==> src/source/mem_pkg.sv <==
/* shared types of the memory stage: word, strobe, funct3 and register index,
   the RV32I load/store codes, RAM depth, and the request, access and response structs. */

`default_nettype none

package mem_pkg;

    typedef logic [31:0] word_t;    // data or address word.
    typedef logic [3:0]  wstrobe_t; // one enable per byte lane.
    typedef logic [2:0]  funct3_t;
    typedef logic [4:0]  reg_idx_t;

    // access size and signedness, as in the RV32I encoding.
    localparam funct3_t FUNCT3_LB_SB = 3'd0;
    localparam funct3_t FUNCT3_LH_SH = 3'd1;
    localparam funct3_t FUNCT3_LW_SW = 3'd2;
    localparam funct3_t FUNCT3_LBU   = 3'd4;
    localparam funct3_t FUNCT3_LHU   = 3'd5;

    localparam int MEM_WORDS     = 256; // 1 KiB of data memory.
    localparam int MEM_ADDR_BITS = 8;   // word index, taken from address bits 9:2.

    typedef struct packed {
        funct3_t     funct3;
        logic        is_store;
        reg_idx_t    rd;
        word_t       base;
        logic [11:0] imm;        // I or S immediate, already assembled.
        word_t       store_data;
    } mem_req_t;

    typedef struct packed {
        funct3_t  funct3;
        logic     is_store;   // low for a faulting store.
        logic     is_load;
        reg_idx_t rd;
        word_t    address;
        word_t    store_data;
        logic     fault;
    } mem_acc_t;

    typedef struct packed {
        reg_idx_t rd;
        word_t    load_data;  // zero unless a load succeeded.
        logic     fault;
        logic     was_store;
    } mem_rsp_t;

endpackage

`default_nettype wire

==> src/source/load_writeback.sv <==
/* response register toward the register file: destination, load result,
   fault and store flags, one strobe per access. */

`default_nettype none

module load_writeback (
    input  bit                clk,
    input  bit                rst_n,
    input  bit                acc_valid,
    input  mem_pkg::mem_acc_t acc,
    input  mem_pkg::word_t    load_data,
    output bit                rsp_valid,
    output mem_pkg::mem_rsp_t rsp
);

    logic load_ok; // a load that passed the checks.

    assign load_ok = acc.is_load & ~acc.fault;

    always_ff @(posedge clk) begin
        if (!rst_n) begin
            rsp_valid <= 1'b0;
        end else begin
            rsp_valid <= acc_valid;
        end
    end

    always_ff @(posedge clk) begin
        if (acc_valid) begin
            rsp.rd        <= acc.rd;
            rsp.load_data <= load_ok ? load_data : '0;
            rsp.fault     <= acc.fault;
            rsp.was_store <= ~acc.is_load; // also set for a store that faulted.
        end
    end

endmodule

`default_nettype wire

==> config.mk <==
export PLATFORM = sky130hd
export DESIGN_NAME = load_writeback
export DESIGN_NICKNAME = d
export VERILOG_FILES = /design/src/source/mem_pkg.sv /design/src/source/load_writeback.sv
export SDC_FILE = /design/constraint.sdc
export NUM_CORES = 1
export LEC_CHECK = 0
export ABC_AREA = 1
export CELL_PAD_IN_SITES_DETAIL_PLACEMENT = 1
export CELL_PAD_IN_SITES_GLOBAL_PLACEMENT = 1
export CORE_ASPECT_RATIO = 0.75
export CORE_MARGIN = 2
export CORE_UTILIZATION = 41
export CTS_CLUSTER_DIAMETER = 50
export DETAILED_ROUTE_END_ITERATION = 8
export DONT_BUFFER_PORTS = 1
export GPL_ROUTABILITY_DRIVEN = 0
export PLACE_DENSITY_LB_ADDON = 0.1
export SLEW_MARGIN = 5
export SYNTH_ARGS = -nofsm -noshare
export SYNTH_HDL_FRONTEND = slang
export SYNTH_SLANG_ARGS = --single-unit
==> constraint.sdc <==
create_clock -name clk -period 0.83 [get_ports clk]
set_input_delay 0.1245 -clock clk [delete_from_list [all_inputs] [get_ports clk]]
set_output_delay 0.1245 -clock clk [all_outputs]
set_load 0.005 [all_outputs]
After elaboration in Yosys (flattened, before gate mapping)
Index checks and enable logic that the tools add are counted.
- bitwise operators: 3
- operators with widths (cell ; count):
    $not 1->1 ; 2
    $and 1x1->1 ; 1
- logic and storage cells: 8
- output and inout port bits: 40
- register bits after elaboration: 40

Longest topological paths before layout
- word-level depth: 2
- depth in mapped cells: 4

Worst setup path before layout
OpenSTA, ideal clock, no wires.
- kind: input to register
- start: in acc[0] (netlist name)
- end: reg rsp[10] (netlist name) (data pin)
- arrival time: 0.427 ns
- buffers on the path: 1
- stages: 4
- path slack: 0.151 ns
- cell sequence: inv_1 -> nand2_2 -> buf_6 -> nor2_1
- longest elaborated chain between the ends: 2
- ends and longest elaborated chain (item ; line ; RTL):
    start: declaration ; load_writeback.sv:10 ; input mem_pkg::mem_acc_t acc,
    $not 1->1 ; load_writeback.sv:18 ; assign load_ok = acc.is_load & ~acc.fault;
    $and 1x1->1 ; load_writeback.sv:18 ;
    end: declaration ; load_writeback.sv:13 ; output mem_pkg::mem_rsp_t rsp
Every way passes these cells.
A chain may end at the register's enable or synchronous reset.

Worst setup path in the final report
- start: reg rsp[0] (netlist name)
- end: out rsp[0] (netlist name)
No word-level cell between the ends.

==> metrics <==
switching portion of total power 19.3%; Synth Area in XOR/XNOR 0%; Slew Limit Fails 0; core box area 3380 um2; RSZ-0062 raised after global routing yes; Routed WL per cell 15.4 um; slew of the pin with the lowest slew margin 106 ps; kind of critical path reg -> out; violated checks negative hold slack; vias in the first global route 800; cell row count 18; Period Utilization, post-route 99.3%; Synth Area in Adders 0%; synth top area cells edfxtp_1 (79%), inv_1 (8.8%), nor2_1 (7.6%); DP Worst Slack 86.2 ps; Die Y 56.2 um; Pint 0.00303 W; Sw Pwr 0.000725 W; mux share of post-synthesis cell area 0%; CP Max Fanout 1; Max Root-Sink Buffers 2; sequential area share after synthesis 79.9%; syn_area_per_cell 13.3 um2; CTS Sinks 40; Clk network pwr share 30.9%; Final min period 824 ps; Synth warnings 0; Mapped Cells 112; cell area power density 2210 nW/um2; hold_buf cts 8; final setup violation count 0; Root Buffer clkbuf_8; worst endpoint data arrival time 700 ps; Post-synth EDFFs 39; post-synthesis async set-or-reset flop share 0%; # diodes 0; Comb power frac 3.7%; Initial Util 44.1%; synth unique cells 8; largest net degree at the start of global routing 41; Pre-antenna DRT Iters 2; top cell type by total area after synthesis edfxtp_1; CTS clk-pin slew, worst paths 70 ps; total I/O pin count 150; Simple-Gate Fraction of Synth Area 9.06%; Worst IR Drop VDD 0.000838 V; setup bufs post-CTS 0; largest family of logic cells by synthesized area buffers and inverters; H-tree Lvls 2; Fin. Hold Viols 40; Slew HR 92.9%; first-pass GRT wire length 3860 um; die width 73.6 um; Post-Syn Area 1490 um2; Post-DP Area 1540 um2; FMAX 1210 MHz; critical path launch point type register; Global Route Usage Sum 13.3%; status finished with violations; Layout Nets 237; Routed WL 2580 um; Final ANT Viol Nets 0; Sequential Power Share 65.5%; FF+latch count, synth 40; Post-synth top flop edfxtp_1; initial antenna violation count 0; Area Overhead vs Synth 14.2%; Synth Area in Compound Gates 0%; CTS tree yes; total negative setup slack 0 ps; share of the synthesized area in the top cell type 78.5%; post-layout instance area 1700 um2; P_leak 0.736 nW; Die Footprint 4140 um2; MaxCap Viol Count 0; most frequent cells after synthesis edfxtp_1 (39), inv_1 (35), nor2_1 (30), buf_6 (3), nor2_2 (2); drt drc 0; crit end category output pin; Num CTS Buffers 5; total number of vias 787; WP data required 710 ps; Fillers 324; Iter 0 DRT Violations 24; top-count cell post-synth edfxtp_1; Synthesized Nets 222; hold_ws -44.9 ps; remaining global-route overflow 0; Port Buffers 0; post-DP HPWL 1830 um; fraction of layout cells with a size suffix above 1 8.59%; CP startpoint rsp[0]; Hold Path Class in -> reg; HP Start acc_valid; Avg Vias per Cell 4.68; final setup margin 6.17 ps
cell families (layout without fill, tap and decap cells):
family / count (synthesis) / in the layout
buf+inv: 38 / 54
flops: 40 / 40
simple gates: 34 / 34
power groups by stage:
stage | clock, W | combinational, W | sequential (W)
CTS | 0.00122 | 0.000142 | 0.00247
detailed placement | 0 | 0.000112 | 0.00251
finish | 0.00116 | 0.000137 | 0.00246
global placement | 0 | 0.000104 | 0.00251
floorplan | 0 | 0.0000890 | 0.00248
global route | 0.00129 | 0.000162 | 0.00248
final cells by class:
cell class                      count  area [um2]  area share (%)
Multi-Input combinational cell     34         135            7.94
Sequential cell                    40        1190            69.9
Timing Repair Buffer               11         115            6.76
Tap cell                           40        50.0            2.94
Clock buffer                        7        76.3            4.48
Clock inverter                      1        3.75           0.220
Inverter                           35         131            7.71
metal layers:
| layer | track usage (%) | up-vias | part of all wire [%] |
|---|---|---|---|
| met5 | 0 | - | 0 |
| met4 | 7.01 | 0 | 1.9 |
| met3 | 9.60 | 8 | 13 |
| met2 | 20.3 | 56 | 49 |
| met1 | 13.4 | 357 | 36 |
| li1 | - | 366 | - |
placed cells by master, fill, tap and decap left out:
cell           netlist  layout
clkinv_1             0       1
dlygate4sd3_1        0       8
nor2_1              30      30
nand2_2              1       1
buf_4                0       2
nand2_1              1       1
edfxtp_1            39      39
clkbuf_8             0       5
inv_1               35      35
buf_12               0       1
clkbuf_1             0       2
nor2_2               2       2
dfxtp_1              1       1
timing repair:
action                                  CTS  global route
resized for setup                         0             0
endpoints found under the setup margin    6            33
endpoints found under the hold margin    47            40
flip-flops by register name, indices dropped and copies added, names as in the netlist:
signal     count
rsp           39
rsp_valid      1
per-stage QoR:
stage	hold WS, ps	std cells	utilization, %	total power, W
CTS	-66.2	168	50.4	0.00383
finish	-44.9	168	50.4	0.00376
global route	-69.9	168	50.4	0.00393
detailed placement	223	152	45.7	0.00262
global placement	223	152	45.7	0.00261
floorplan	218	112	-	0.00257
path summary, 6_finish.rpt:
check,slack (ps),end,depth (start not counted)
min,-40,rsp[10],0
max,6,rsp[0],0
No activity file was read; power rests on OpenSTA's default activity.
