`src/source/mem_pkg.sv`:
```
/* shared types of the memory stage: word, strobe, funct3 and register index,
   the RV32I load/store codes, RAM depth, and the request, access and response structs. */

`default_nettype none

package mem_pkg;

    typedef logic [31:0] word_t;    // data or address word.
    typedef logic [3:0]  wstrobe_t; // one enable per byte lane.
    typedef logic [2:0]  funct3_t;
    typedef logic [4:0]  reg_idx_t;

    // access size and signedness, as in the RV32I encoding.
    localparam funct3_t FUNCT3_LB_SB = 3'd0;
    localparam funct3_t FUNCT3_LH_SH = 3'd1;
    localparam funct3_t FUNCT3_LW_SW = 3'd2;
    localparam funct3_t FUNCT3_LBU   = 3'd4;
    localparam funct3_t FUNCT3_LHU   = 3'd5;

    localparam int MEM_WORDS     = 256; // 1 KiB of data memory.
    localparam int MEM_ADDR_BITS = 8;   // word index, taken from address bits 9:2.

    typedef struct packed {
        funct3_t     funct3;
        logic        is_store;
        reg_idx_t    rd;
        word_t       base;
        logic [11:0] imm;        // I or S immediate, already assembled.
        word_t       store_data;
    } mem_req_t;

    typedef struct packed {
        funct3_t  funct3;
        logic     is_store;   // low for a faulting store.
        logic     is_load;
        reg_idx_t rd;
        word_t    address;
        word_t    store_data;
        logic     fault;
    } mem_acc_t;

    typedef struct packed {
        reg_idx_t rd;
        word_t    load_data;  // zero unless a load succeeded.
        logic     fault;
        logic     was_store;
    } mem_rsp_t;

endpackage

`default_nettype wire

```
`src/source/mem_agu.sv`:
```
/* address generation: base plus sign-extended immediate, funct3 and
   alignment checks, and the registered access handed to the rest of the stage. */

`default_nettype none

module mem_agu (
    input  bit                clk,
    input  bit                rst_n,
    input  bit                req_valid,
    input  mem_pkg::mem_req_t req,
    output bit                acc_valid,
    output mem_pkg::mem_acc_t acc
);

    mem_pkg::word_t address;    // effective byte address.
    logic           bad_code;   // funct3 not legal for this direction.
    logic           misaligned;
    logic           fault;

    assign address = req.base + {{20{req.imm[11]}}, req.imm};

    always_comb begin
        bad_code   = 1'b0;
        misaligned = 1'b0;
        case (req.funct3)
            mem_pkg::FUNCT3_LB_SB : misaligned = 1'b0; // bytes are always aligned.
            mem_pkg::FUNCT3_LBU   : bad_code   = req.is_store;
            mem_pkg::FUNCT3_LH_SH : misaligned = address[0];
            mem_pkg::FUNCT3_LHU   : begin
                bad_code   = req.is_store; // there is no unsigned store.
                misaligned = address[0];
            end
            mem_pkg::FUNCT3_LW_SW : misaligned = |address[1:0];
            default               : bad_code   = 1'b1;
        endcase
    end

    assign fault = bad_code | misaligned;

    always_ff @(posedge clk) begin
        if (!rst_n) begin
            acc_valid <= 1'b0;
        end else begin
            acc_valid <= req_valid;
        end
    end

    // payload only moves with a request.
    always_ff @(posedge clk) begin
        if (req_valid) begin
            acc.funct3     <= req.funct3;
            acc.is_store   <= req.is_store & ~fault; // keeps memory untouched on a fault.
            acc.is_load    <= ~req.is_store;
            acc.rd         <= req.rd;
            acc.address    <= address;
            acc.store_data <= req.store_data;
            acc.fault      <= fault;
        end
    end

endmodule

`default_nettype wire

```
`config.mk`:
```
export PLATFORM = sky130hd
export DESIGN_NAME = mem_agu
export DESIGN_NICKNAME = d
export VERILOG_FILES = /design/src/source/mem_pkg.sv /design/src/source/mem_agu.sv
export SDC_FILE = /design/constraint.sdc
export NUM_CORES = 1
export LEC_CHECK = 0
export BUFFER_PORTS_ARGS = -buffer_cell sky130_fd_sc_hd__buf_4
export CORE_MARGIN = 2
export CORE_UTILIZATION = 49
export DETAILED_ROUTE_END_ITERATION = 16
export GPL_ROUTABILITY_DRIVEN = 0
export GPL_TIMING_DRIVEN = 0
export HOLD_SLACK_MARGIN = 0.02
export PLACE_DENSITY = 0.79
export SETUP_SLACK_MARGIN = 0.2
export SYNTH_ARGS = -nofsm -noshare
export SYNTH_HDL_FRONTEND = slang
export SYNTH_SLANG_ARGS = --single-unit
```
`constraint.sdc`:
```
create_clock -name clk -period 3.7 [get_ports clk]
set_input_delay 0.74 -clock clk [delete_from_list [all_inputs] [get_ports clk]]
set_output_delay 0.74 -clock clk [all_outputs]
set_load 0.03 [all_outputs]
```
== Word-level counts from Yosys, hierarchy flattened ==
Cells that the tools add are included.

* Flip-flop bits (word level): 76
* Input port bits: 88

* Add/sub/neg operators: 1
* Equal/unequal tests: 4
* Reductions and logical operators: 5
* Muxes and demuxes: 2
* Bitwise gates (word level): 4

{| class="wikitable"
|+ Operator list
! operator !! count
|-
| adder 32 bit || 1
|-
| == test 3 bit, second input constant || 2
|-
| OR reduction 2 bit || 3
|-
| one-hot mux 1 bit (2 select lines) || 2
|-
| == test 3 x 1 -> 1 bit, second input constant || 1
|-
| == test 3 x 2 -> 1 bit, second input constant || 1
|-
| logical NOT 3 bit || 1
|-
| OR reduction 3 bit || 1
|-
| inverter 1 bit || 2
|-
| AND 1 bit || 1
|-
| bitwise OR 1 bit || 1
|}

== Depth between registers and ports, before layout ==
Gate-level depths: netlist of the first run.

* Depth in word-level cells: 6
* Mapped depth: 8
* Gate-level depth less buffers: 8

== Worst setup path after synthesis of the first run ==
No wires, ideal clock.

* Path type: in2reg
* Start point: in req[32] in the netlist's numbering
* End point: reg acc[55] in the netlist's numbering, data pin
* Arrival: 2.541 ns
* Path buffers: 0
* Stages on the path: 8
* Slack: 0.894 ns
* Cells stage by stage: ha_1 -> fa_1 -> a21o_1 -> a221oi_2 -> nor3_1 -> nor3_2 -> o21ai_0 -> xor2_1

* Longest elaborated chain between the ends: 1

{| class="wikitable"
|+ RTL lines
! item !! line !! source
|-
| start, declared || mem_agu.sv:10 || <nowiki>input mem_pkg::mem_req_t req,</nowiki>
|-
| adder 32 bit || mem_agu.sv:20 || <nowiki>assign address = req.base + {{20{req.imm[11]}}, req.imm};</nowiki>
|-
| via address[22] || mem_agu.sv:15 || <nowiki>mem_pkg::word_t address;</nowiki>
|-
| end, declared || mem_agu.sv:12 || <nowiki>output mem_pkg::mem_acc_t acc</nowiki>
|}

The timed path passes the listed nets, and every way through them passes these cells.
A chain may end at the register's enable or synchronous reset.

== Worst setup path after layout of the first run ==
* Start point: in req[32] in the netlist's numbering
* End point: reg acc[53] in the netlist's numbering, data pin

Same word-level chain as after synthesis.

==> results of run 1 <==
[flip-flops by register name (all words and copies together), names as in the netlist]
| name | cells |
|---|---|
| acc | 75 |
| acc_valid | 1 |
[metrics by stage]
step,std cells,setup WS [ns]
6_report,629,0.748
2_1_floorplan,345,0.894
5_1_grt,629,0.596
4_1_cts,629,0.764
3_3_place_gp,613,0.410
3_5_place_dp,613,0.416
[cell usage after synthesis (3+ instances only)]
master    count  share of area
o21ai_0      18          0.021
o21bai_1      6          0.011
nor3_1       10          0.012
xnor2_1      14          0.029
o21ai_1       3         0.0035
nor2_1       19          0.017
a21o_1       14          0.025
inv_1         5         0.0044
edfxtp_1     75           0.53
a221oi_1      4         0.0083
nand3_1       6         0.0071
xor2_1       12          0.025
a31oi_1       4         0.0059
or2_2         3         0.0044
ha_1         31          0.092
o21a_1        3         0.0053
nand4_1      10          0.015
a21oi_1      26          0.031
buf_4         3         0.0053
nand2_1      19          0.017
a211oi_1      4         0.0071
[kinds of logic (layout without fill, tap and decap cells)]
family                   after synthesis  count (layout)  share of synthesized area
AO/OA/AOI/OAI                        107             107                      0.171
XOR/XNOR                              26              26                     0.0538
adder cells (fa/ha/maj)               32              32                     0.0964
buffers and inverters                 15             194                     0.0251
multiplexers                           1               1                    0.00237
flip-flops                            76              76                      0.537
AND/OR/NAND/NOR                       88              88                      0.114
[worst paths after layout]
check             slack, ns    start  cells after the start       to
hold / removal         0.57   req[9]                      1  acc[10]
setup / recovery       0.75  req[32]                      9  acc[53]
[layout make-up]
type | instances | share of cell area
clock inverter | 3 | 0.00777
buffer | 10 | 0.0151
sequential | 76 | 0.392
tap | 105 | 0.0227
clock buffer | 13 | 0.0291
inverter | 5 | 0.00324
multi-input combinational | 254 | 0.319
timing repair buffer | 163 | 0.211
[power breakdown]
group / total (mW) / internal [mW] / leakage (nW) / switching, mW
Clock: 0.655 / 0.367 / 0.102 / 0.288
Combinational: 0.817 / 0.323 / 1.63 / 0.495
Sequential: 1.10 / 1.07 / 0.742 / 0.0269
[layer usage]
layer,share of wire,wire (um),global-route usage,vias up
li1,-,-,-,1702
met1,0.39,4280,0.281,1646
met2,0.51,5510,0.401,164
met3,0.070,761,0.0491,24
met4,0.027,298,0.0953,0
met5,0,0,0,-
==> impl_metrics.toml, run 1 <==
[run_status]
status = "finished, final reports clean"

[routing]
drtPass1Iterations = 5
drtIter0Drc = 185
drc = 0
wl_per_cell_um = 17.2
final_antenna_net_count = 0
viasPerCell = 5.62
via_count = 3536
wirelength_um = 10800

[layout]
drive_above_1_share = 0.389
fin_area_um2 = 5800
nets = 639
multi_input_area_um2 = 1850
post-route-util = 0.699
final_cell_mix = "buf_4, edfxtp_1, ha_1"
diodes = 0
fillers = 622
seqCellArea_um2 = 2270
areaGrowthSynthToFinish_pct = 37.1
final_common_cell = "buf_4"

[die]
rows = 33
core_area_um2 = 8300
die-area_um2 = 9390
die_h_um = 96.9
initial_utilization = 0.510
die_w_um = 96.9
pin_count = 164

[worst_setup_path]
arrival_ns = 3.02
path_max_fanout = 5
cpPeakStageDelay_ns = 0.46
cp_cell_sequence = "buf_4, ha_1, fa_1, a21o_1, a221oi_2, o21ai_1, a21boi_1, o21ai_0, xor2_1"
cp-start-kind = "input pin"
required_ns = 3.77
critical-path-top-delay-family = "compound AO/OA/AOI/OAI gates"
critPathBufInv = 1
crit_slowest_cell = "a221oi_2"
worstSetupPathType = "in2reg"
critical_path.endpoint_type = "flip-flop"

[cts]
cts.sinks = 76
numCtsBuffers = 9
cts_resized = 0
ctsHoldBuffers = 0
cts_tree = "done"
clock_path_buffers = 2
cts_setup_buffers = 0
clk_pin_slew_worst_paths_ns = 0.08
root_buffer = "clkbuf_8"
cts-htree-levels = 3

[power_and_ir_drop]
total_power_mw = 2.57
ir_worst_vdd_mv = 0.236
powerDensity_nw_per_um2 = 443
cellLeakagePower_nw = 2.47

[sta]
fin_crit_ns = 2.95
fmax_ghz = 0.339
hold_viol = 0
rsz0062_at_grt = "no"
worst_pin_slew_ns = 0.919
setup_viol = 0
fin_crit_sh = 0.798
drv_slew = 0
timing.hold.ws_ns = 0.567
fin_tns_setup_ns = 0
slew_headroom = 0.387

[synthesis]
synth_ff_type = "edfxtp_1"
synthArstFlopShare = 0
yosys_register_bits = 76
synth_edf_count = 75
syn_avg_cell_area_um2 = 12.3
ys_warn_count = 0
synth_fp_nets = 465
netlist_instances = 345
ys_seq_area_frac = 0.537
syn_area_um2 = 4230
synth_cell_types = 63

[place]
hpwl_um = 8740
place_area_um2 = 5590
portBuffers = 163

[min_path]
holdCritPathClass = "in2reg"

[global_routing]
grt_pass1_vias = 3416
grt_overflow = 0
grt_max_degree = 77
grt_pass1_wl_um = 17300
grtUsageTotal = 0.232
antenna_found_initial = 0

[job]
drv_cap = 0
Power figures use the tool's default switching activity.
==> inputs of run 2 (changes only) <==
==> constraint.sdc (replaced) <==
create_clock -name clk -period 2.93 [get_ports clk]
set_input_delay 0.586 -clock clk [delete_from_list [all_inputs] [get_ports clk]]
set_output_delay 0.586 -clock clk [all_outputs]
set_load 0.03 [all_outputs]
==> impl_metrics.toml, run 2 (synthesis results as in run 1) <==
[cts]
clock_path_buffers = 2
cts_tree = "done"
cts.sinks = 76
numCtsBuffers = 9
cts-htree-levels = 3
root_buffer = "clkbuf_8"
clk_pin_slew_worst_paths_ns = 0.08

[sta]
drv_slew = 0
timing.hold.ws_ns = 0.414
fin_tns_setup_ns = 0
fin_crit_sh = 0.914
slew_headroom = 0.392
setup_viol = 0
worst_pin_slew_ns = 0.912
rsz0062_at_grt = "yes"
fmax_ghz = 0.373
fin_crit_ns = 2.68
hold_viol = 0

[global_routing]
grt_pass1_vias = 3441
grt_overflow = 0
grt_max_degree = 77
grtUsageTotal = 0.234
antenna_found_initial = 0
grt_pass1_wl_um = 17400

[layout]
final_common_cell = "buf_4"
seqCellArea_um2 = 2270
post-route-util = 0.702
fin_area_um2 = 5830
largest_register_ffs = 75
drive_above_1_share = 0.394
largestRegisters = "acc (75), acc_valid (1)"
final_cell_mix = "buf_4, edfxtp_1, ha_1"
diodes = 0
areaGrowthSynthToFinish_pct = 37.8
largest_register = "acc"
fillers = 617
multi_input_area_um2 = 1870
nets = 640
final_cells = 630

[worst_setup_path]
cp-start-kind = "input pin"
cp_cell_sequence = "buf_4, ha_1, fa_1, a21o_1, a221oi_4, nor3_1, o31ai_1, mux2i_1, nand2_1"
path_max_fanout = 5
critical_path.endpoint_type = "flip-flop"
arrival_ns = 2.78
worstSetupPathType = "in2reg"
critPathBufInv = 1
critical-path-top-delay-family = "compound AO/OA/AOI/OAI gates"
required_ns = 3.03
cpPeakStageDelay_ns = 0.41
crit_slowest_cell = "fa_1"

[power_and_ir_drop]
cellLeakagePower_nw = 2.48
powerDensity_nw_per_um2 = 558
ir_worst_vdd_mv = 0.298

[place]
portBuffers = 163
place_area_um2 = 5590
dp_cells = 613
hpwl_um = 8740

[die]
initial_utilization = 0.510
core_area_um2 = 8300
die_w_um = 96.9
rows = 33
die-area_um2 = 9390
pin_count = 164
die_h_um = 96.9

[routing]
wirelength_um = 10900
wl_per_cell_um = 17.3
drc = 0
drtIter0Drc = 183
drtPass1Iterations = 4
via_count = 3545
final_antenna_net_count = 0
viasPerCell = 5.63

[run_status]
status = "finished, final reports clean"

[min_path]
min_path_cells = 1
min_to = "acc[10]"
hold_path.startpoint = "req[9]"
holdCritPathClass = "in2reg"

[job]
drv_cap = 0
[run 2: changes by cell type in the layout (fill, tap and decap cells not counted)]
cell | before | now
a221oi_2 | 1 | 0
a21boi_2 | 0 | 1
nor4_1 | 2 | 1
a221oi_4 | 0 | 1
a21boi_1 | 2 | 1
buf_4 | 166 | 167
o21ai_0 | 18 | 17
o21ai_1 | 3 | 4
nor4_2 | 1 | 2
[run 2: metrics by stage]
stage | worst slack (ns) | power [mW]
CTS | 0.256 | 3.26
global placement | -0.206 | 2.41
finish | 0.251 | 3.25
global route | 0.126 | 3.40
floorplan | 0.278 | 2.03
detailed placement | -0.200 | 2.44
[run 2: cell type report]
class                           count  area share
Inverter                            5     0.00322
Buffer                             10      0.0150
Tap cell                          105      0.0225
Clock buffer                       13      0.0290
Sequential cell                    76       0.390
Multi-Input combinational cell    254       0.321
Clock inverter                      3     0.00773
Timing Repair Buffer              164       0.211
[run 2: what timing repair did]
action	4_1_cts	5_1_grt
hold buffers	0	0
endpoints found under the setup margin	2	4
pin swaps	0	2
resized for setup	1	3
buffers inserted	0	1
[run 2: how the worst max path moves through the flow]
stage | endpoint | from | depth (start not counted)
floorplan | acc[55] | req[32] | 8
global placement | acc[63] | req[32] | 9
detailed placement | acc[63] | req[32] | 9
CTS | acc[63] | req[32] | 9
global route | acc[63] | req[32] | 9
finish | acc[63] | req[32] | 9
[run 2: report_power, final]
part | switching, mW | internal [mW]
sequential | 0.0339 | 1.35
clock | 0.365 | 0.464
combinational | 0.628 | 0.412
total | 1.03 | 2.23
[run 2: layer usage]
| metal | share of wire | global-route usage | vias up |
|---|---|---|---|
| met5 | 0 | 0 | - |
| met4 | 0.025 | 0.0953 | 0 |
| met3 | 0.075 | 0.0484 | 20 |
| met2 | 0.52 | 0.409 | 170 |
| met1 | 0.38 | 0.280 | 1654 |
| li1 | - | - | 1701 |
