`src/source/mem_pkg.sv`:
```
/* shared types of the memory stage: word, strobe, funct3 and register index,
   the RV32I load/store codes, RAM depth, and the request, access and response structs. */

`default_nettype none

package mem_pkg;

    typedef logic [31:0] word_t;    // data or address word.
    typedef logic [3:0]  wstrobe_t; // one enable per byte lane.
    typedef logic [2:0]  funct3_t;
    typedef logic [4:0]  reg_idx_t;

    // access size and signedness, as in the RV32I encoding.
    localparam funct3_t FUNCT3_LB_SB = 3'd0;
    localparam funct3_t FUNCT3_LH_SH = 3'd1;
    localparam funct3_t FUNCT3_LW_SW = 3'd2;
    localparam funct3_t FUNCT3_LBU   = 3'd4;
    localparam funct3_t FUNCT3_LHU   = 3'd5;

    localparam int MEM_WORDS     = 256; // 1 KiB of data memory.
    localparam int MEM_ADDR_BITS = 8;   // word index, taken from address bits 9:2.

    typedef struct packed {
        funct3_t     funct3;
        logic        is_store;
        reg_idx_t    rd;
        word_t       base;
        logic [11:0] imm;        // I or S immediate, already assembled.
        word_t       store_data;
    } mem_req_t;

    typedef struct packed {
        funct3_t  funct3;
        logic     is_store;   // low for a faulting store.
        logic     is_load;
        reg_idx_t rd;
        word_t    address;
        word_t    store_data;
        logic     fault;
    } mem_acc_t;

    typedef struct packed {
        reg_idx_t rd;
        word_t    load_data;  // zero unless a load succeeded.
        logic     fault;
        logic     was_store;
    } mem_rsp_t;

endpackage

`default_nettype wire

```
`src/source/mem_align.sv`:
```
/* byte lane steering: store data replication with write strobes,
   and load lane selection with sign or zero extension. */

`default_nettype none

module mem_align (
    input  bit                acc_valid,
    input  mem_pkg::mem_acc_t acc,
    input  mem_pkg::word_t    rdata,
    output mem_pkg::wstrobe_t wstrobe,
    output mem_pkg::word_t    wdata,
    output mem_pkg::word_t    load_data
);

    logic       store_enable;
    logic [1:0] align_byte;  // byte offset in the word.
    logic       align_half;  // upper or lower half-word.
    logic [7:0]  rdata_byte;
    logic [15:0] rdata_half;

    assign store_enable = acc_valid & acc.is_store;
    assign align_byte   = acc.address[1:0];
    assign align_half   = acc.address[1];

    always_comb begin
        wstrobe = '0;
        case (acc.funct3)
            mem_pkg::FUNCT3_LB_SB : begin
                wdata   = {4{acc.store_data[7:0]}};
                wstrobe = mem_pkg::wstrobe_t'(store_enable) << align_byte;
            end
            mem_pkg::FUNCT3_LH_SH : begin
                wdata   = {2{acc.store_data[15:0]}};
                wstrobe = align_half ? {{2{store_enable}}, 2'b00}
                                     : {2'b00, {2{store_enable}}};
            end
            mem_pkg::FUNCT3_LW_SW : begin
                wdata   = acc.store_data;
                wstrobe = {4{store_enable}};
            end
            default : begin
                wdata   = acc.store_data; // faults land here, strobe stays zero.
            end
        endcase
    end

    assign rdata_byte = rdata[{align_byte, 3'b000} +: 8];
    assign rdata_half = rdata[{align_half, 4'b0000} +: 16];

    always_comb begin
        case (acc.funct3)
            mem_pkg::FUNCT3_LB_SB : load_data = {{24{rdata_byte[7]}}, rdata_byte};
            mem_pkg::FUNCT3_LBU   : load_data = {24'h0, rdata_byte};
            mem_pkg::FUNCT3_LH_SH : load_data = {{16{rdata_half[15]}}, rdata_half};
            mem_pkg::FUNCT3_LHU   : load_data = {16'h0, rdata_half};
            default               : load_data = rdata; // whole word.
        endcase
    end

endmodule

`default_nettype wire

```
`config.mk`:
```
export PLATFORM = sky130hd
export DESIGN_NAME = mem_align
export DESIGN_NICKNAME = d
export VERILOG_FILES = /design/src/source/mem_pkg.sv /design/src/source/mem_align.sv
export SDC_FILE = /design/constraint.sdc
export NUM_CORES = 1
export LEC_CHECK = 0
export BUFFER_PORTS_ARGS = -buffer_cell sky130_fd_sc_hd__clkbuf_2
export CAP_MARGIN = 10
export CORE_AREA = 2 2 69 71
export DETAILED_ROUTE_END_ITERATION = 12
export DIE_AREA = 0 0 71 73
export PLACE_DENSITY_LB_ADDON = 0.1
export SYNTH_ARGS = -nofsm -noshare
export SYNTH_HDL_FRONTEND = slang
export SYNTH_SLANG_ARGS = --single-unit
```
`constraint.sdc`:
```
create_clock -name vclk -period 2
set_input_delay 0.3 -clock vclk [all_inputs]
set_output_delay 0.3 -clock vclk [all_outputs]
set_load 0.1 [all_outputs]
```
Yosys cells after proc, flatten, opt, wreduce, memory -nomap -nowiden
Index checks and enable logic that the tools add are counted.
{ "totals": {"inputBits": 108, "elab_cells": 13, "reg_bits": 0} }
{ "op_classes": {"mux": 4, "n_eq_ne": 4, "n_bitwise": 1, "reduce_logical": 1, "shift": 3} }
{ "op_table": {"columns": ["operator", "count"], "rows": [
  ["$pmux 32 s4", 1],
  ["$pmux 32 s2", 1],
  ["$shiftx 32x6->16", 1],
  ["$shiftx 32x6->8", 1],
  ["$pmux 4 s3", 1],
  ["$eq 3x3->1 const B", 2],
  ["$mux 4", 1],
  ["$shl 1x2->4", 1],
  ["$eq 3x1->1 const B", 1],
  ["$eq 3x2->1 const B", 1],
  ["$logic_not 3->1", 1],
  ["$and 1x1->1", 1]
]} }

Longest topological paths before layout
Gate-level depths: netlist (run 1).
{ "logic_depth": {"ltp_word": 3, "depth_mapped": 6, "depth_no_buf": 4} }

Worst setup path after synthesis (run 1)
No wires, ideal clock.
{ "synth_timing": {"path_type": "input -> output", "startpoint": "input acc[34] in the netlist's numbering", "endpoint": "output load_data[2]", "arrival_ps": 3032, "stages": 6, "required_time_ps": 1700, "path_buffers": 2, "slack_ps": -1332, "cell_sequence": "buf_6 inv_1 clkbuf_1 nor2_1 a22oi_1 o21ai_0"} }
{ "synth_via": {"elab_chain_cells": 2, "word_cells_on_any_way": 3, "classes_between": "shift: 2; mux: 1"} }
{ "synth_rtl": {"columns": ["element", "line_no", "source"], "rows": [
  ["from (decl)", "mem_align.sv:8", "input mem_pkg::mem_acc_t acc,"],
  ["$shiftx 32x6->16 / $shiftx 32x6->8 (equally long branches)", "mem_align.sv:48, mem_align.sv:47", null],
  ["$pmux 32 s4 *", "mem_align.sv:51", "case (acc.funct3)"],
  ["to (decl)", "mem_align.sv:12", "output mem_pkg::word_t load_data"]
]} }
Mark *: on every way between the ends. The rest lies on a longest branch, timed or not.

Worst setup path after layout (run 1)
{ "layout_timing": {"startpoint": "input acc[34] in the netlist's numbering", "endpoint": "output load_data[28]"} }
Same word-level chain as after synthesis.

==> impl_metrics.json, run 1 <==
{
  "nNetsFinal": 430,
  "power_density_nw_per_um2": 542,
  "num-clock-buffers": 0,
  "swShare_pct": 64.7,
  "via_per_inst": 4.99,
  "drive_gt1_share_pct": 67.8,
  "power.switching_mw": 1.13,
  "p_int_mw": 0.618,
  "wl_per_cell_um": 13.7,
  "synthXorXnorAreaFrac_pct": 0,
  "setup_viol": 0,
  "clock_power_share_pct": 0,
  "routed_wl_um": 5130,
  "fp.dieArea_sq_um": 5180,
  "ctsHoldBuffers": 0,
  "die_w_um": 71,
  "final_common_cell": "clkbuf_2",
  "grt_usage_pct": 18.8,
  "grt_pass1_wl_um": 8260,
  "leakagePower_nw": 1.56,
  "p_comb_share_pct": 100.0,
  "hold_depth": 4,
  "period_needed_ns": 1.94,
  "max_freq_mhz": 517,
  "critical-path-top-delay-family": "multiplexers",
  "place_hpwl_um": 4400,
  "grt_pass1_vias": 1846,
  "dr.pass1.iters": 4,
  "synthAdderAreaFrac_pct": 0,
  "place.gp.congestion": 0.827,
  "diodes": 0,
  "relSlewSlack_pct": 63.0,
  "drt_iter0_drc": 54,
  "seq_area_frac_synth_pct": 0,
  "ys_warn_count": 0,
  "slowest_stage": "mux4_2",
  "cp-end-kind": "output port",
  "coreArea_sq_um": 4540,
  "ios": 176,
  "maxCapViolations": 0,
  "post-route-drc-count": 0,
  "hold_viol_final": 0,
  "syn_area_sq_um": 1170,
  "die_y_um": 73,
  "area_growth_pct": 175,
  "cp.required_ns": 1.70,
  "slowest_delay_ns": 0.57,
  "finalSetupTns_ns": 0,
  "rows": 25,
  "vdd_ir_drop_max_mv": 0.392,
  "antenna_found_initial": 0,
  "syn_inst": 181,
  "min_path_type": "primary input to output port",
  "synth_compound_area_share_pct": 30.2,
  "synth-simple-area-share_pct": 26.6,
  "fin_area_sq_um": 3230,
  "arrival_ns": 1.64,
  "io_buffers": 139,
  "ant_nets": 0,
  "final_cell_mix": "79 x clkbuf_2, 65 x buf_12, 39 x nand2_1, 19 x mux2_2, 16 x buf_4",
  "path_cells": "clkbuf_2, mux4_2, a32oi_4, buf_12, nand2_1, buf_12",
  "seqCellArea_sq_um": 0,
  "via_count": 1866,
  "placed_cells": 371,
  "worst_pin_slew_ns": 0.557,
  "crit_cells": 6,
  "synth_top_family_by_area": "multiplexers",
  "synth_cell_types": 27,
  "avgSynthCellArea_sq_um": 6.49,
  "cpMostUsedCell": "buf_12",
  "post-route-period-util_pct": 96.8,
  "p_total_mw": 1.75,
  "mappedNetlistNets": 289,
  "place_area_sq_um": 3190,
  "cp-start-kind": "primary input",
  "worstSetupPathType": "primary input to output port",
  "seq_cells": 0,
  "fin_cells": 374,
  "rsz0062_at_grt": "yes",
  "cp_max_fo": 16,
  "drv_slew": 0,
  "grt_overflow": 0,
  "grt_max_degree": 30,
  "synth.area.mux_share_pct": 31.2,
  "seq_power_share_pct": 0,
  "cp.buffers_inverters": 3,
  "status": "finished, final reports clean",
  "initial_core_util_pct": 25.9
}
## final timing paths
path | start | endpoint | slack [ns]
worst min-delay path | rdata[2] | load_data[2] | 0.97
worst max-delay path | acc[34] | load_data[28] | 0.06
## final cells by class
cell class / count / area [sq um]
Tap cell: 54 / 67.6
Multi-Input combinational cell: 157 / 1330
Inverter: 2 / 11.3
Timing Repair Buffer: 161 / 1830
Fill cell: 315 / 1300
## through the flow
| step | worst slack (ns) | hold slack (ns) | utilization, % |
|---|---|---|---|
| global placement | 0.00919 | 0.968 | 70.4 |
| detailed placement | -0.00579 | 0.969 | 70.4 |
| floorplan | -0.208 | 0.812 | - |
| finish | 0.0640 | 0.969 | 71.3 |
| CTS | 0.0362 | 0.970 | 71.0 |
| global route | -0.00188 | 1.00 | 71.3 |
## power groups by stage
stage,clock network [mW],registers (mW),logic (mW)
3_5_place_dp,0,0,1.75
5_1_grt,0,0,1.81
2_1_floorplan,0,0,1.12
3_3_place_gp,0,0,1.74
6_report,0,0,1.75
4_1_cts,0,0,1.76
## kinds of logic (layout without fill, tap and decap cells)
group,Yosys count,count (layout)
and+or+nand+nor,72,72
buffers and inverters,24,163
muxes,33,33
AOI/OAI and AO/OA,52,52
## layer usage
layer  up-vias  share of wire [%]  GRT usage (%)
met5         -                  0              0
met4         0                  0          0.839
met3         0                9.4           3.73
met2       103                 52           36.0
met1       839                 38           22.9
li1        924                  -              -
## synth_stat cells
cell type | count | area share [%]
buf_1 | 1 | 0.32
a21oi_1 | 16 | 6.8
o21ai_0 | 13 | 5.5
mux2_2 | 19 | 18
nand4b_1 | 1 | 0.75
a2bb2oi_1 | 4 | 3.0
nor2b_1 | 4 | 2.1
inv_1 | 2 | 0.64
mux2i_1 | 13 | 11
o21ai_1 | 1 | 0.43
o221ai_1 | 1 | 0.75
nand2_1 | 43 | 14
and2_1 | 1 | 0.53
a22oi_1 | 9 | 5.8
buf_6 | 2 | 1.9
nor2_1 | 18 | 5.8
nand3b_1 | 1 | 0.64
nor2_8 | 1 | 1.7
nand3_1 | 2 | 0.85
a22o_1 | 3 | 2.2
a32oi_4 | 1 | 2.3
mux4_2 | 1 | 1.9
or2_2 | 1 | 0.53
buf_4 | 8 | 5.1
a2bb2o_1 | 4 | 3.4
clkbuf_1 | 7 | 2.2
buf_2 | 4 | 1.7
## timing repair
action / in CTS / in global routing
setup buffers: 3 / 0
resized for setup: 1 / 3
endpoints found under the hold margin: 0 / 0
setup endpoints to repair: 4 / 15
No activity file was read; power rests on OpenSTA's default activity.
==> run 2: changes to the inputs <==
- CORE_AREA: 2 2 69 71 -> 2 2 68 70
- DIE_AREA: 0 0 71 73 -> 0 0 70 72
- clock period: 2 -> 2.49 ns (I/O delays scaled with it)
==> run 2 against run 1 <==
  * First-iteration DRC count unchanged
  * Die area down 2.8%
  * Largest power group unchanged
  * Sequential share of layout area unchanged
  * Global-route usage up 0.094 points
  * Non-clock buffer count down 12
  * Critical path type unchanged
  * Clock-buffer cell count unchanged
==> impl_metrics.json, run 2 (synthesis gave the netlist of run 1 again) <==
{
  "status": "finished, final reports clean",
  "rsz0062_at_grt": "no",
  "grt_overflow": 0,
  "drive_gt1_share_pct": 61.0,
  "relSlewSlack_pct": 63.8,
  "maxCapViolations": 0,
  "period_needed_ns": 2.24,
  "seq_power_share_pct": 0,
  "fillers": 345,
  "drt_iter0_drc": 54,
  "grt_pass1_wl_um": 8190,
  "place_hpwl_um": 4350,
  "cp-end-kind": "output port",
  "wl_per_cell_um": 13.9,
  "cp.required_ns": 2.12,
  "swShare_pct": 66.0,
  "via_per_inst": 5.00,
  "worstSetupPathType": "primary input to output port",
  "p_int_mw": 0.455,
  "vdd_ir_drop_max_mv": 0.271,
  "ant_nets": 0,
  "coreArea_sq_um": 4260,
  "grt_usage_pct": 18.9,
  "ios": 176,
  "setup_viol": 0,
  "cts-resized-gates": 0,
  "power.switching_mw": 0.882,
  "post-route-drc-count": 0,
  "ctsHoldBuffers": 0,
  "seq_cells": 0,
  "multiInputGateArea_sq_um": 1150,
  "leakagePower_nw": 1.44,
  "routed_wl_um": 5010,
  "antenna_found_initial": 0,
  "final_cell_mix": "79 x clkbuf_2, 60 x buf_12, 43 x nand2_1, 19 x mux2_2, 16 x nor2_1",
  "diodes": 0,
  "final_common_cell": "clkbuf_2",
  "grt_pass1_vias": 1799,
  "initial_core_util_pct": 27.6,
  "hold_viol_final": 0,
  "dr.pass1.iters": 4,
  "clock_power_share_pct": 0,
  "post-route-period-util_pct": 90.1,
  "place.gp.congestion": 0.811,
  "postCtsSetupBuffers": 0,
  "io_buffers": 139,
  "nNetsFinal": 418,
  "min_path_type": "primary input to output port",
  "grt_max_degree": 30,
  "die_w_um": 70,
  "p_comb_share_pct": 100.0,
  "area_growth_pct": 146,
  "drv_slew": 0,
  "cp_max_fo": 16,
  "power_density_nw_per_um2": 462,
  "fp.dieArea_sq_um": 5040,
  "seqCellArea_sq_um": 0,
  "num-clock-buffers": 0,
  "worst_pin_slew_ns": 0.545,
  "rows": 24,
  "max_freq_mhz": 446,
  "fin_area_sq_um": 2890,
  "via_count": 1801,
  "cp-start-kind": "primary input",
  "place_area_sq_um": 2890,
  "arrival_ns": 1.87,
  "die_y_um": 72,
  "p_total_mw": 1.34
}
## run 2: metrics by stage
stage	TNS [ns]	setup WS [ns]	hold slack, ns	cells	utilization, %
CTS	0	0.234	1.11	360	67.8
detailed placement	0	0.233	1.11	360	67.8
global placement	0	0.257	1.11	360	67.8
floorplan	-3.97	-0.479	0.959	181	-
finish	0	0.246	1.11	360	67.8
global route	0	0.159	1.13	360	67.8
## run 2: critical path, stage by stage
cell and delay (ns):
clkbuf_2 0.18, buf_4 0.19, mux2_2 0.36, a32oi_4 0.22, buf_4 0.24, nand2_1 0.12, buf_12 0.18
## run 2: power by group through the flow
stage / logic (mW) / registers (mW) / clock network (mW)
finish: 1.34 / 0 / 0
global placement: 1.33 / 0 / 0
CTS: 1.34 / 0 / 0
detailed placement: 1.34 / 0 / 0
global route: 1.38 / 0 / 0
floorplan: 0.860 / 0 / 0
## run 2: cell type report
class              count  share of cell area (%)
multi-input cells    157                    39.7
well taps             52                    2.25
inverters              2                   0.260
repair buffers       149                    57.8
## run 2: final timing paths
path / from / to / slack, ns / cells after the start
hold / removal: rdata[6] / load_data[6] / 1.11 / 4
setup / recovery: acc[34] / load_data[29] / 0.25 / 7
## run 2: layer usage
layer,global-route usage [%],vias to the layer above,routed length (um)
met5,0,-,0
met4,0.855,0,0
met3,6.39,0,578
met2,36.0,97,2520
met1,21.7,808,1920
li1,-,896,-
